--- config.mk ---
export PLATFORM = sky130hd
export DESIGN_NAME = xc_correlator
export DESIGN_NICKNAME = d
export VERILOG_FILES = /design/src/xc_count_pkg.sv /design/src/xc_line_pkg.sv /design/src/xc_correlator.sv /design/src/count_readout.sv /design/src/pair_correlator.sv /design/src/integration_timer.sv /design/src/line_scanner.sv
export SDC_FILE = /design/constraint.sdc
export NUM_CORES = 1
export LEC_CHECK = 0
export BUFFER_PORTS_ARGS = -buffer_cell sky130_fd_sc_hd__buf_2
export CORE_ASPECT_RATIO = 1.4
export CORE_MARGIN = 2
export CORE_UTILIZATION = 65
export CTS_BUF_LIST = sky130_fd_sc_hd__clkbuf_16
export CTS_CLUSTER_DIAMETER = 120
export DETAILED_ROUTE_END_ITERATION = 8
export GPL_TIMING_DRIVEN = 0
export PLACE_DENSITY = 0.81
export SETUP_SLACK_MARGIN = 0.05
export SLEW_MARGIN = 20
export SYNTH_ARGS = -nofsm -noshare
export SYNTH_HDL_FRONTEND = slang
export SYNTH_HIERARCHICAL = 1
export SYNTH_SLANG_ARGS = --single-unit
--- constraint.sdc ---
create_clock -name pll_clk -period 12.55 [get_ports pll_clk]
set_input_delay 1.255 -clock pll_clk [delete_from_list [all_inputs] [get_ports pll_clk]]
set_output_delay 1.255 -clock pll_clk [all_outputs]
set_load 0.03 [all_outputs]
--- src/xc_count_pkg.sv ---
package xc_count_pkg;

	// ----------------------------------------------------------
	// Coincidence counts, pair numbering and frame windows.
	// ----------------------------------------------------------

	// Width of one coincidence count.
	localparam int COUNT_W = 16;

	// Width of a pair number.
	localparam int PAIR_INDEX_W = 10;

	// Width of the frame counter within a window.
	localparam int FRAME_COUNT_W = 16;

	// One pair count, never above the window length.
	typedef logic [COUNT_W-1:0] count_t;

	// Pair number, (i,j) with i<j, i outer and j inner.
	typedef logic [PAIR_INDEX_W-1:0] pair_index_t;

	// Frames seen so far in the current window.
	typedef logic [FRAME_COUNT_W-1:0] frame_count_t;

endpackage

--- src/xc_line_pkg.sv ---
package xc_line_pkg;

	// ----------------------------------------------------------
	// Input line and multiplexer scan description.
	// ----------------------------------------------------------

	// Width of the group index.
	localparam int MUX_INDEX_W = 4;

	// Width of a bit index within one frame.
	localparam int INPUT_INDEX_W = 5;

	// Index of the group now on the multiplexer.
	typedef logic [MUX_INDEX_W-1:0] mux_index_t;

	// Frame bit index, group times lines plus line.
	typedef logic [INPUT_INDEX_W-1:0] input_index_t;

	// Largest group count the index type can step through.
	// The counter also needs one extra value for the hold-release cycle.
	localparam int MAX_MUX_LINES = (2 ** MUX_INDEX_W) - 1;

	// Largest frame size, lines times groups.
	localparam int MAX_INPUTS = 2 ** INPUT_INDEX_W;

endpackage
--- src/xc_correlator.sv ---
`timescale 1ns/10ps

module xc_correlator
	import xc_line_pkg::*;
	import xc_count_pkg::*;
#(
	parameter int NUM_LINES = 4,
	parameter int MUX_LINES = 2,
	parameter int INTEG_FRAMES = 16,
	localparam int NUM_INPUTS = NUM_LINES * MUX_LINES,
	localparam int NUM_PAIRS = NUM_INPUTS * (NUM_INPUTS - 1) / 2
) (
	input  logic                 pll_clk,
	input  logic                 reset,
	input  logic [NUM_LINES-1:0] line_in,
	input  logic                 enable,
	output logic [MUX_LINES-1:0] mux_out,
	output logic                 sh_reset,
	output logic                 integration_pulse,
	output logic                 result_valid,
	output pair_index_t          result_pair,
	output count_t               result_count
);

	// Full frame, valid while frame_strobe is high.
	logic [NUM_INPUTS-1:0] frame_bits;
	logic frame_strobe;
	// Frame strobe with disabled frames removed.
	logic count_strobe;
	// All pair counts, pair 0 lowest.
	count_t [NUM_PAIRS-1:0] pair_counts;

	// ----------------------------------------------------------
	// Scan and window timing.
	// ----------------------------------------------------------

	line_scanner #(.NUM_LINES(NUM_LINES), .MUX_LINES(MUX_LINES)) scanner_block (
		.pll_clk(pll_clk),
		.reset(reset),
		.line_in(line_in),
		.mux_out(mux_out),
		.sh_reset(sh_reset),
		.frame_bits(frame_bits),
		.frame_strobe(frame_strobe)
	);

	// Window end leaves the chip as integration_pulse.
	integration_timer #(.INTEG_FRAMES(INTEG_FRAMES)) timer_block (
		.pll_clk(pll_clk),
		.reset(reset),
		.frame_strobe(frame_strobe),
		.enable(enable),
		.count_strobe(count_strobe),
		.integ_end(integration_pulse)
	);

	// ----------------------------------------------------------
	// Pair array, i outer and j inner.
	// ----------------------------------------------------------

	for (genvar i = 0; i < NUM_INPUTS - 1; i++) begin : g_row
		for (genvar j = i + 1; j < NUM_INPUTS; j++) begin : g_col
			// Rows before i, then offset within row i.
			localparam int P = i * NUM_INPUTS - (i * (i + 1)) / 2 + (j - i - 1);

			pair_correlator pair_block (
				.pll_clk(pll_clk),
				.reset(reset),
				.count_strobe(count_strobe),
				.integ_end(integration_pulse),
				.a(frame_bits[i]),
				.b(frame_bits[j]),
				.count(pair_counts[P])
			);
		end
	end

	// Drains the counts after each window.
	count_readout #(.NUM_LINES(NUM_LINES), .MUX_LINES(MUX_LINES)) readout_block (
		.pll_clk(pll_clk),
		.reset(reset),
		.integ_end(integration_pulse),
		.counts(pair_counts),
		.result_valid(result_valid),
		.result_pair(result_pair),
		.result_count(result_count)
	);

	// Frame must fit the bit index type.
	a_inputs_range: assert property (@(posedge pll_clk)
		NUM_INPUTS >= 2 && NUM_INPUTS <= MAX_INPUTS);

	// Shortest window must outlast one readout burst.
	a_window_len: assert property (@(posedge pll_clk)
		2 * INTEG_FRAMES > NUM_PAIRS);

endmodule

--- src/count_readout.sv ---
`timescale 1ns/10ps

module count_readout
	import xc_count_pkg::*;
#(
	parameter int NUM_LINES = 4,
	parameter int MUX_LINES = 2,
	localparam int NUM_INPUTS = NUM_LINES * MUX_LINES,
	localparam int NUM_PAIRS = NUM_INPUTS * (NUM_INPUTS - 1) / 2
) (
	input  logic                   pll_clk,
	input  logic                   reset,
	input  logic                   integ_end,
	input  count_t [NUM_PAIRS-1:0] counts,
	output logic                   result_valid,
	output pair_index_t            result_pair,
	output count_t                 result_count
);

	// Copy of the closing window, pair 0 in the low slot.
	count_t [NUM_PAIRS-1:0] snap;
	// Pair now on the outputs.
	pair_index_t rd_ptr;

	// ----------------------------------------------------------
	// Burst control.
	// ----------------------------------------------------------

	// Window end starts a burst of NUM_PAIRS strobes.
	// First strobe comes the cycle after integ_end.
	always_ff @(posedge pll_clk) begin
		if (reset) begin
			result_valid <= 1'b0;
			rd_ptr <= '0;
		end else if (integ_end) begin
			result_valid <= 1'b1;
			rd_ptr <= '0;
		end else if (result_valid) begin
			if (rd_ptr == pair_index_t'(NUM_PAIRS - 1)) begin
				// Last pair out.
				result_valid <= 1'b0;
				rd_ptr <= '0;
			end else begin
				rd_ptr <= rd_ptr + 1'b1;
			end
		end
	end

	// ----------------------------------------------------------
	// Snapshot store.
	// ----------------------------------------------------------

	// Latched on the same edge that clears the correlators.
	// Shifted down one pair per strobe after that.
	always_ff @(posedge pll_clk) begin
		if (integ_end) begin
			snap <= counts;
		end else if (result_valid) begin
			snap <= snap >> $bits(count_t);
		end
	end

	// Current pair sits in the low slot.
	assign result_pair = rd_ptr;
	assign result_count = snap[0];

	// ----------------------------------------------------------
	// Checks.
	// ----------------------------------------------------------

	// No back-pressure, so a burst must end before the next window.
	a_no_overlap: assert property (@(posedge pll_clk) disable iff (reset)
		integ_end |-> !result_valid);

	// Every pair needs its own number.
	a_pair_range: assert property (@(posedge pll_clk)
		NUM_PAIRS >= 1 && NUM_PAIRS <= 2 ** $bits(pair_index_t));

endmodule

--- src/pair_correlator.sv ---
`timescale 1ns/10ps

module pair_correlator
	import xc_count_pkg::*;
(
	input  logic   pll_clk,
	input  logic   reset,
	input  logic   count_strobe,
	input  logic   integ_end,
	input  logic   a,
	input  logic   b,
	output count_t count
);

	// Both inputs high in a counted frame.
	logic hit;

	// ----------------------------------------------------------
	// Zero-lag coincidence.
	// ----------------------------------------------------------

	// Only frames passed by the timer take part.
	assign hit = count_strobe & a & b;

	// ----------------------------------------------------------
	// Window accumulator.
	// ----------------------------------------------------------

	// Cleared on window end, once the readout has its copy.
	// Bounded by the window length, so no saturation.
	always_ff @(posedge pll_clk) begin
		if (reset) begin
			count <= '0;
		end else if (integ_end) begin
			count <= '0;
		end else if (hit) begin
			count <= count + 1'b1;
		end
	end

	// Only the window end may lower the count.
	// A wrap past the top would show up here.
	a_count_monotonic: assert property (@(posedge pll_clk) disable iff (reset)
		!integ_end |=> count >= $past(count));

endmodule

--- src/integration_timer.sv ---
`timescale 1ns/10ps

module integration_timer
	import xc_count_pkg::*;
#(
	parameter int INTEG_FRAMES = 16
) (
	input  logic pll_clk,
	input  logic reset,
	input  logic frame_strobe,
	input  logic enable,
	output logic count_strobe,
	output logic integ_end
);

	// Counted frames in the open window.
	frame_count_t frame_cnt;

	// ----------------------------------------------------------
	// Frame gating.
	// ----------------------------------------------------------

	// Frames ending with enable low are dropped here.
	// The correlators never see them either.
	assign count_strobe = frame_strobe & enable;

	// ----------------------------------------------------------
	// Window counter.
	// ----------------------------------------------------------

	// Wraps on the last frame of a window.
	// The end pulse follows one cycle later.
	always_ff @(posedge pll_clk) begin
		if (reset) begin
			frame_cnt <= '0;
			integ_end <= 1'b0;
		end else begin
			integ_end <= 1'b0;
			if (count_strobe) begin
				if (frame_cnt == frame_count_t'(INTEG_FRAMES - 1)) begin
					frame_cnt <= '0;
					integ_end <= 1'b1;
				end else begin
					frame_cnt <= frame_cnt + 1'b1;
				end
			end
		end
	end

	// Window length must fit the frame counter.
	a_frames_range: assert property (@(posedge pll_clk)
		INTEG_FRAMES >= 1 && INTEG_FRAMES < 2 ** $bits(frame_count_t));

	// A frame is at least two cycles, so the clear never meets a count.
	a_end_no_strobe: assert property (@(posedge pll_clk) disable iff (reset)
		integ_end |-> !count_strobe);

endmodule

--- src/line_scanner.sv ---
`timescale 1ns/10ps

module line_scanner
	import xc_line_pkg::*;
#(
	parameter int NUM_LINES = 4,
	parameter int MUX_LINES = 2,
	localparam int NUM_INPUTS = NUM_LINES * MUX_LINES
) (
	input  logic                  pll_clk,
	input  logic                  reset,
	input  logic [NUM_LINES-1:0]  line_in,
	output logic [MUX_LINES-1:0]  mux_out,
	output logic                  sh_reset,
	output logic [NUM_INPUTS-1:0] frame_bits,
	output logic                  frame_strobe
);

	// Position in the scan, MUX_LINES is the hold-release slot.
	mux_index_t scan_idx;
	// Group that mux_out selects in the current cycle.
	mux_index_t cur_grp;
	// One-hot select for the slot in scan_idx.
	logic [MUX_LINES-1:0] next_sel;
	// First frame bit of the current group.
	input_index_t cap_base;
	// Line inputs widened to the frame.
	logic [NUM_INPUTS-1:0] line_wide;
	// Ones over one group, bit 0 upward.
	logic [NUM_INPUTS-1:0] group_mask;

	// ----------------------------------------------------------
	// Select decode.
	// ----------------------------------------------------------

	// Decode the slot index to a one-hot select.
	// The hold-release slot decodes to zero.
	always_comb begin
		next_sel = '0;
		for (int k = 0; k < MUX_LINES; k++) begin
			if (scan_idx == mux_index_t'(k)) begin
				next_sel[k] = 1'b1;
			end
		end
	end

	// ----------------------------------------------------------
	// Scan sequence.
	// ----------------------------------------------------------

	// One group per clock, then one hold-release clock.
	always_ff @(posedge pll_clk) begin
		if (reset) begin
			scan_idx <= '0;
			cur_grp <= '0;
			mux_out <= '0;
			sh_reset <= 1'b0;
		end else begin
			cur_grp <= scan_idx;
			mux_out <= next_sel;
			if (scan_idx == mux_index_t'(MUX_LINES)) begin
				// Frame complete, release the holds.
				scan_idx <= '0;
				sh_reset <= 1'b1;
			end else begin
				scan_idx <= scan_idx + 1'b1;
				sh_reset <= 1'b0;
			end
		end
	end

	// ----------------------------------------------------------
	// Frame capture.
	// ----------------------------------------------------------

	assign cap_base = input_index_t'(cur_grp * NUM_LINES);
	assign line_wide = NUM_INPUTS'(line_in);
	assign group_mask = NUM_INPUTS'({NUM_LINES{1'b1}});

	// Lines sampled at the end of a select cycle land in that group.
	always_ff @(posedge pll_clk) begin
		if (mux_out != '0) begin
			frame_bits <= (frame_bits & ~(group_mask << cap_base)) | (line_wide << cap_base);
		end
	end

	// Last group was stored at the edge opening this cycle.
	assign frame_strobe = sh_reset;

	// The external holds never see two groups at once.
	a_mux_onehot: assert property (@(posedge pll_clk) disable iff (reset)
		$onehot0(mux_out));

	// The slot counter must reach MUX_LINES without wrapping.
	a_mux_lines: assert property (@(posedge pll_clk)
		MUX_LINES >= 1 && MUX_LINES <= MAX_MUX_LINES);

endmodule

==> out/results.ini, run 1 <==
[synthesis]
post_synth_num_cell_types=53
ys.flop_type=dfxtp_1
synthCells=3552
syn_area_per_cell_um2=12.0
synthArstFlopShare=0
synthTopCellsByCount=486 x dfxtp_1, 456 x edfxtp_1, 371 x mux2_2, 305 x nor2_1, 179 x a21oi_1
yosysMostFrequentCell=dfxtp_1
synth_edf_count=456
ys_seq_area_frac=0.550
ys_ff_latch=942
post-synth-top-area-fraction=0.321
syn-cell-area_um2=42600
yosysWarnings=6
yosys.area.top_type=edfxtp_1
synthTopCellsByArea=edfxtp_1 32%, dfxtp_1 23%, mux2_2 9.8%, xor2_1 3.6%, nor2_1 2.7%
syn_nets=3593

[worst_setup_path]
reg2reg_setup_slack_ns=8.42
arrival_ns=4.43
critPathMaxFanout=54
crit_path_start_kind=flip-flop
critPathRequiredTime_ns=12.86
crit_type=flip-flop to flip-flop
end_kind=flip-flop

[die]
core_um2=65100
fp.dieArea_um2=67600
die_h_um=307
start_util=0.654
die_w_um=220
fp-row-count=111
ioPinCount=38

[timing]
slew_violations=0
max_freq_ghz=0.242
fin_worst_skew_ns=0.0183
fin_crit_ns=4.13
max_slew_margin=0.309
final-hold-violation-count=0
timing.setup.tns_ns=0
finalCritPeriodShare=0.329
worst_slew_pin_slew_ns=1.04
rsz0062_at_grt=no
setup_viol=0

[drt]
drtPass1Iterations=6
detail_route.vias_per_cell=6.08
routedWlPerCell_um=20.1
drt_iter0_markers=2065
ant_nets=0
via_count=28017
route.detailed.drc=0
finalWirelength_um=92400

[layout]
final_net_count=3733
finish.utilization=0.718
num_antenna_cells=0
stdcell_count=4607
area_growth_pct=9.81
postLayoutCellArea_um2=46800
drive_above_1_share=0.251

[pwr]
power.share.combinational=0.023
switching_share=0.212
power.density_nw_per_um2=124
clkPwrFrac=0.417
internal-power_mw=4.58
ir_drop_mv=0.132
total_power_mw=5.81
leakage_nw=16.2
netSwitchingPower_mw=1.23
pwr-share-seq=0.560

[global_route]
grt_pass1_wl_um=146000
first_global_vias=27609
grt_util_all_layers=0.275
overflow=0
grt_max_degree=59
antenna_found_initial=0

[outcome]
status=finished, final reports clean

[place]
placed_area_um2=44200
io_buffers=37
place_congestion=0.849
dp_hpwl_um=63000
placed_cells=4451

[clocking]
root_buffer=clkbuf_16
cts.htree.levels=3
clkSinkCount=942
postCtsSetupBuffers=0
cts_tree=done
cts_resized=0
path_clk_slew_ns=0.06
clk_path_buf_depth=3
hold_buffers=0
cts_made_buffers=85
clock_latency_ns=0.63

[run]
drv_cap=0

[hold_path]
hold_class=flip-flop to flip-flop

## sequential cells by signal, summed over array words and instances (netlist names)
| register | flops |
|---|---|
| g_row.g_col.pair_block/count | 448 |
| readout_block/result_count | 16 |
| readout_block/result_pair | 10 |
| readout_block/result_valid | 1 |
| readout_block/snap | 432 |
| scanner_block/cur_grp | 3 |
| scanner_block/frame_bits | 8 |
| scanner_block/frame_strobe | 1 |
| scanner_block/mux_out | 2 |
| scanner_block/scan_idx | 4 |
| timer_block/frame_cnt | 16 |
| timer_block/integ_end | 1 |
## routing by layer
metal,part of all wire,wire length (um),GRT usage,vias up
met4,0.047,4320,0.138,0
met1,0.39,35800,0.318,13732
li1,-,-,-,13383
met5,0,0,0,-
met3,0.033,3010,0.0296,240
met2,0.53,49300,0.499,662
## placed cells by master, fill, tap and decap left out, types with 29 or more instances in the layout
master	n
nor2_1	305
nand3_2	83
nand2_1	159
or4_1	31
o21ai_0	90
xnor2_1	118
or2_2	30
dfxtp_1	485
clkbuf_16	88
edfxtp_1	456
and4_1	57
a21oi_1	179
xor2_1	175
nand4_1	119
nor3_1	36
or3_1	89
mux2_2	371
buf_4	29
buf_2	100
and3_1	81
ha_1	34
mux2_1	69
clkbuf_1	36
inv_1	56
o31ai_1	30
nand3_1	91
## kinds of logic (layout without fill, tap and decap cells)
family,count (synthesis),after routing,synth area share
and+or+nand+nor,1289,1289,0.190
DFF,942,942,0.550
muxes,441,441,0.117
AOI/OAI and AO/OA,337,337,0.0449
xor gates and xnor gates,293,293,0.0602
buffers and inverters,216,424,0.0290
adders and majority gates,34,34,0.00999
## final timing paths
check / start / end / cells after the start
worst max-delay path: timer_block/integ_end / readout_block/result_count[10] / 7
worst min-delay path: g_row[4].g_col[6].pair_block/count[15] / g_row[4].g_col[6].pair_block/count[15] / 2
worst max register to register: timer_block/integ_end / readout_block/result_count[10] / 7
worst min register to register: g_row[4].g_col[6].pair_block/count[15] / g_row[4].g_col[6].pair_block/count[15] / 2
## per-stage QoR
| stage | worst slack (ns) | hold slack (ns) |
|---|---|---|
| finish | 8.42 | 0.479 |
| global route | 8.33 | 0.497 |
| CTS | 8.50 | 0.478 |
| detailed placement | 8.50 | 0.468 |
| global placement | 1.47 | 0.455 |
| floorplan | 5.19 | 0.448 |
## power by group through the flow
stage                     Clock (mW)  Combinational [mW]  Sequential (mW)
after floorplan                    0              0.0607             3.31
after global placement             0              0.0876             3.35
after detailed placement           0               0.123             3.32
after CTS                       2.47               0.124             3.26
after global routing            2.58               0.140             3.25
final                           2.42               0.131             3.25
## cell type report
type,count,area (um^2)
Fill cell,4496,18400
Clock inverter,67,364
Multi-Input combinational cell,2394,17900
Tap cell,847,1060
Inverter,33,129
Timing Repair Buffer,53,546
Clock buffer,88,2200
Buffer,183,1110
Sequential cell,942,23400
## worst max-delay path: stages (launching register included)
cell and delay [ns]:
dfxtp_2 0.72, buf_12 0.26, clkbuf_1 0.72, clkbuf_1 0.49, or2_4 0.60, buf_16 0.31, buf_16 0.31, buf_16 0.29
Power figures use the tool's default switching activity.
==> inputs of run 2 (changes only) <==
CORE_UTILIZATION = 63   (was 65)
PLACE_DENSITY = 0.78   (was 0.81)
clock period = 4 ns   (was 12.55 ns; I/O delays follow)
==> run 2 against run 1 <==
- fmax grew 37%
- setup slack lost 7.4 ns
- power grew to 3.3 times the previous value
- clock-buffer cell count is the same
- sequential power grew to 3.1 times the previous value
- critical path depth shrank 1
- die area grew 3.1%
- register-to-register slack lost 7.4 ns
- sequential share of layout area shrank 0.33 points
- critical path type unchanged
- largest power group unchanged
- highest routed layer unchanged
==> out/results.ini, run 2 (same netlist as run 1, synthesis figures left out) <==
[worst_setup_path]
critPathMaxFanout=56  ; was 54
arrival_ns=3.33  ; was 4.43 ns
critPathRequiredTime_ns=4.31  ; was 12.86 ns
crit_path_start_kind=flip-flop  ; unchanged
crit_type=flip-flop to flip-flop  ; unchanged
reg2reg_setup_slack_ns=0.99  ; was 8.42 ns
end_kind=flip-flop  ; unchanged

[layout]
fillers=4656  ; was 4496
num_antenna_cells=0  ; unchanged
area_growth_pct=10.6  ; was 9.81%
final_common_cell=dfxtp_1  ; unchanged
top_regs=g_row.g_col.pair_block/count (448), readout_block/snap (432)  ; unchanged
final_cell_mix=485 x dfxtp_1, 456 x edfxtp_1, 371 x mux2_2, 305 x nor2_1, 179 x a21oi_1  ; unchanged
stdcell_count=4623  ; was 4607
largest_register_ffs=448  ; unchanged
top_register=g_row.g_col.pair_block/count  ; unchanged
postLayoutCellArea_um2=47100  ; was 46800 um^2
drive_above_1_share=0.257  ; was 0.251
final_net_count=3734  ; was 3733

[global_route]
first_global_vias=27362  ; was 27609
grt_max_degree=58  ; was 59
antenna_found_initial=0  ; unchanged
overflow=0  ; unchanged
grt_util_all_layers=0.262  ; was 0.275
grt_pass1_wl_um=146000  ; about the same

[drt]
finalWirelength_um=91300  ; was 92400 um
detail_route.vias_per_cell=6.00  ; was 6.08
drt_iter0_markers=1794  ; was 2065
ant_nets=0  ; unchanged
route.detailed.drc=0  ; unchanged
drtPass1Iterations=5  ; was 6
via_count=27732  ; was 28017
routedWlPerCell_um=19.7  ; was 20.1 um

[clocking]
cts_made_buffers=87  ; was 85
clock_latency_ns=0.66  ; was 0.63 ns
cts_tree=done  ; unchanged
path_clk_slew_ns=0.06  ; about the same
root_buffer=clkbuf_16  ; unchanged
clkSinkCount=942  ; unchanged
clk_path_buf_depth=3  ; unchanged
cts.htree.levels=3  ; unchanged
postCtsSetupBuffers=0  ; unchanged
hold_buffers=0  ; unchanged
cts_resized=0  ; unchanged

[pwr]
total_power_mw=18.9  ; was 5.81 mW
power.density_nw_per_um2=402  ; was 124 nW/um^2
leakage_nw=16.3  ; was 16.2 nW
ir_drop_mv=0.350  ; was 0.132 mV

[timing]
fin_crit_ns=3.01  ; was 4.13 ns
rsz0062_at_grt=no  ; unchanged
slew_violations=0  ; unchanged
finalCritPeriodShare=0.754  ; was 0.329
fin_worst_skew_ns=0.0290  ; was 0.0183 ns
setup_viol=0  ; unchanged
worst_slew_pin_slew_ns=1.11  ; was 1.04 ns
final-hold-violation-count=0  ; unchanged
max_freq_ghz=0.332  ; was 0.242 GHz
timing.setup.tns_ns=0  ; unchanged
max_slew_margin=0.258  ; was 0.309

[place]
placed_cells=4459  ; was 4451
placed_area_um2=44200  ; about the same
io_buffers=37  ; unchanged
dp_hpwl_um=62300  ; was 63000 um
place_congestion=0.842  ; was 0.849

[die]
die_w_um=224  ; was 220 um
fp-row-count=112  ; was 111
core_um2=66800  ; was 65100 um^2
die_h_um=312  ; was 307 um
fp.dieArea_um2=69700  ; was 67600 um^2
start_util=0.637  ; was 0.654
ioPinCount=38  ; unchanged

[run]
drv_cap=0  ; unchanged

[hold_path]
hold_class=input pin to flip-flop  ; was flip-flop to flip-flop

[outcome]
status=finished, final reports clean  ; unchanged

==> run 2: cell types whose count changed in the layout (fill, tap and decap cells not counted), sizes merged <==
cell,delta
bufinv,+7
inv,-1
clkinv,+3
buf,-1
==> run 2: metal layers <==
metal,vias up,routed length (um),track usage
met5,-,0,0
met4,0,3000,0.100
met3,171,2980,0.0294
met2,557,49000,0.489
met1,13623,36300,0.308
li1,13381,-,-
==> run 2: cell type report <==
type	instances	area (um^2)	area share
clock buffers	88	2200	0.0468
repair buffers	52	528	0.0112
clock inverters	76	668	0.0142
inverters	33	129	0.00274
well taps	855	1070	0.0227
plain buffers	183	1130	0.0240
multi-input cells	2394	17900	0.381
flip-flops and latches	942	23400	0.497
==> run 2: metrics by stage <==
step	setup slack (ns)	utilization	hold WS, ns
floorplan	-0.508	-	0.448
global placement	-2.36	0.656	0.458
detailed placement	0.959	0.662	0.470
CTS	0.975	0.705	0.0504
global route	0.882	0.705	0.0739
finish	0.985	0.705	0.0903
==> run 2: worst max-delay path, stage by stage (launching register included) <==
cell      delay [ns]
dfxtp_4         0.79
clkbuf_8        0.37
clkbuf_8        0.21
or2_4           0.34
buf_12          0.27
buf_16          0.30
buf_16          0.29
==> run 2: worst paths after layout <==
check                                                end  depth (start not counted)                                    from
setup / recovery                  readout_block/snap[78]                          6                   timer_block/integ_end
hold / removal               scanner_block/frame_bits[7]                          2                              line_in[3]
hold reg to reg   g_row[2].g_col[4].pair_block/count[15]                          2  g_row[2].g_col[4].pair_block/count[15]
setup reg to reg                  readout_block/snap[78]                          6                   timer_block/integ_end
==> run 2: where the power goes <==
group | leakage [nW] | switching, mW | total [mW] | internal, mW
combinational | 6.82 | 0.262 | 0.394 | 0.132
clock | 1.49 | 3.64 | 8.33 | 4.68
sequential | 8.02 | 0.158 | 10.2 | 10.1
==> inputs of run 3 (changes only) <==
CORE_UTILIZATION = 57   (was 63)
PLACE_DENSITY = 0.75   (was 0.78)
clock period = 2.55 ns   (was 4 ns; I/O delays follow)
==> run 3 against run 2 <==
- non-clock buffer count up 18
- critical path type unchanged
- sequential power up 57%
- highest routed layer unchanged
- core utilization down 6.2 points
- critical endpoint is now g_row[2].g_col[4].pair_block/count[13]
- wire length up 2.2%
- sequential share of layout area down 0.43 points
- hold slack better by 0.055 ns
- die area up 10%
- via count about the same
- clock skew up 0.0016 ns
==> out/results.ini, run 3 (same netlist as run 1, synthesis figures left out) <==
[outcome]
status=finished, final reports clean  ; unchanged

[clocking]
path_clk_slew_ns=0.06  ; about the same
clkSinkCount=942  ; unchanged
clock_latency_ns=0.68  ; was 0.66 ns
cts_made_buffers=91  ; was 87
root_buffer=clkbuf_16  ; unchanged
clk_path_buf_depth=3  ; unchanged
cts_tree=done  ; unchanged
cts.htree.levels=3  ; unchanged

[layout]
final_cell_mix=484 x dfxtp_1, 456 x edfxtp_1, 371 x mux2_2, 305 x nor2_1, 179 x a21oi_1  ; was 485 x dfxtp_1, 456 x edfxtp_1, 371 x mux2_2, 305 x nor2_1, 179 x a21oi_1
area_growth_pct=11.5  ; was 10.6%
num_antenna_cells=0  ; unchanged
top_regs=g_row.g_col.pair_block/count (448), readout_block/snap (432)  ; unchanged
drive_above_1_share=0.261  ; was 0.257
final_net_count=3758  ; was 3734
postLayoutCellArea_um2=47500  ; was 47100 um^2
top_register=g_row.g_col.pair_block/count  ; unchanged
final_common_cell=dfxtp_1  ; unchanged
largest_register_ffs=448  ; unchanged
multiInputGateArea_um2=18000  ; was 17900 um^2
regArea_um2=23400  ; about the same
stdcell_count=4755  ; was 4623
fillers=5628  ; was 4656

[worst_setup_path]
reg2reg_depth=4  ; was 6
arrival_ns=3.01  ; was 3.33 ns
crit_path_cell_trace=nand3_2, nor4_4, or3b_1, a21oi_1  ; was clkbuf_8, clkbuf_8, or2_4, buf_12, buf_16, buf_16
end_kind=flip-flop  ; unchanged
critPathRequiredTime_ns=3.14  ; was 4.31 ns
slowest_stage=edfxtp_1  ; was dfxtp_4
max_stage_delay_ns=1.09  ; was 0.79 ns
rr_startpoint=scanner_block/frame_bits[2]  ; was timer_block/integ_end
critPathMaxFanout=22  ; was 56
r2r_end=g_row[2].g_col[4].pair_block/count[13]  ; was readout_block/snap[78]
crit_type=flip-flop to flip-flop  ; unchanged
crit_path_start_kind=flip-flop  ; unchanged
reg2reg_setup_slack_ns=0.13  ; was 0.99 ns

[global_route]
grt_util_all_layers=0.240  ; was 0.262
grt_pass1_wl_um=147000  ; was 146000 um
grt_max_degree=59  ; was 58
first_global_vias=27273  ; was 27362
overflow=0  ; unchanged
antenna_found_initial=1  ; was 0

[timing]
final-hold-violation-count=0  ; unchanged
slew_violations=0  ; unchanged
worst_slew_pin_slew_ns=1.13  ; was 1.11 ns
rsz0062_at_grt=yes  ; was no
fin_crit_ns=2.42  ; was 3.01 ns
finalCritPeriodShare=0.950  ; was 0.754
timing.setup.tns_ns=0  ; unchanged
max_freq_ghz=0.413  ; was 0.332 GHz
max_slew_margin=0.245  ; was 0.258
setup_viol=0  ; unchanged
fin_worst_skew_ns=0.0306  ; was 0.0290 ns

[die]
die_w_um=235  ; was 224 um
ioPinCount=38  ; unchanged
fp.dieArea_um2=77000  ; was 69700 um^2
start_util=0.576  ; was 0.637
fp-row-count=118  ; was 112
core_um2=74000  ; was 66800 um^2
die_h_um=327  ; was 312 um

[drt]
ant_nets=0  ; unchanged
drt_iter0_markers=1865  ; was 1794
routedWlPerCell_um=19.6  ; was 19.7 um
via_count=27737  ; was 27732
finalWirelength_um=93200  ; was 91300 um
drtPass1Iterations=5  ; unchanged
detail_route.vias_per_cell=5.83  ; was 6.00
route.detailed.drc=0  ; unchanged

[hold_path]
hold_class=input pin to flip-flop  ; unchanged
hold_depth=2  ; unchanged
worstHoldStart=reset  ; was line_in[3]
hold_end=timer_block/frame_cnt[2]  ; was scanner_block/frame_bits[7]

[pwr]
power.density_nw_per_um2=626  ; was 402 nW/um^2
leakage_nw=16.5  ; was 16.3 nW
ir_drop_mv=0.630  ; was 0.350 mV

[place]
placed_cells=4567  ; was 4459
io_buffers=37  ; unchanged
dp_hpwl_um=62800  ; was 62300 um
placed_area_um2=44400  ; was 44200 um^2
place_congestion=0.822  ; was 0.842

[run]
drv_cap=0  ; unchanged

## run 3: cell count changes in the layout (fill, tap and decap cells not counted), sizes merged
cell         delta
buf            +11
bufbuf          +2
bufinv          -6
clkbuf          +6
clkinv          +3
clkinvlp        +5
dlygate4sd3     +5
inv             -1
or2             +2
## run 3: critical path: cells and delay by family (launching register included)
kind / cells / cell delay, ns
DFF: 1 / 1.09
and+or+nand+nor: 3 / 1.05
AOI/OAI and AO/OA: 1 / 0.18
## run 3: worst max path at each step
stage                     cells past startpoint                         from  slack (ns)                                      to
after global routing                          4  scanner_block/frame_bits[2]        0.01  g_row[2].g_col[4].pair_block/count[13]
final                                         4  scanner_block/frame_bits[2]        0.13  g_row[2].g_col[4].pair_block/count[13]
after CTS                                     6        timer_block/integ_end        0.06                  readout_block/snap[92]
after global placement                        3        timer_block/integ_end       -3.85                  readout_block/snap[92]
after floorplan                               3        timer_block/integ_end       -1.96           readout_block/result_count[0]
after detailed placement                      6        timer_block/integ_end       -0.80                  readout_block/snap[92]
## run 3: routing by layer
metal  up-vias  global-route usage  share of wire
met5         -                   0              0
met4         0               0.116          0.043
met3       196              0.0296          0.036
met2       561               0.447           0.53
met1     13541               0.272           0.39
li1      13439                   -              -
## run 3: what timing repair did
item	CTS	global route
pin swaps	0	2
cloned	4	0
resized for setup	2	2
hold endpoints to repair	9	0
setup endpoints to repair	431	67
buffers inserted	4	4
hold buffers	5	0
## run 3: layout make-up
cell class	count	area share
Buffer	183	0.0238
Clock buffer	94	0.0495
Clock inverter	77	0.0113
Inverter	33	0.00269
Multi-Input combinational cell	2396	0.378
Sequential cell	942	0.493
Tap cell	960	0.0253
Timing Repair Buffer	70	0.0162
## run 3: stage by stage
step | util | power, mW | setup WS [ns] | hold slack (ns)
2_1_floorplan | - | 16.6 | -1.96 | 0.318
3_3_place_gp | 0.595 | 16.9 | -3.85 | 0.458
3_5_place_dp | 0.600 | 17.0 | -0.802 | 0.470
4_1_cts | 0.642 | 30.0 | 0.0611 | 0.115
5_1_grt | 0.642 | 30.6 | 0.0103 | 0.182
6_report | 0.642 | 29.7 | 0.127 | 0.145
## run 3: report_power, final
part	internal, mW	total [mW]	switching, mW
registers	15.8	16.0	0.213
logic	0.244	0.715	0.471
clock network	7.15	13.0	5.88
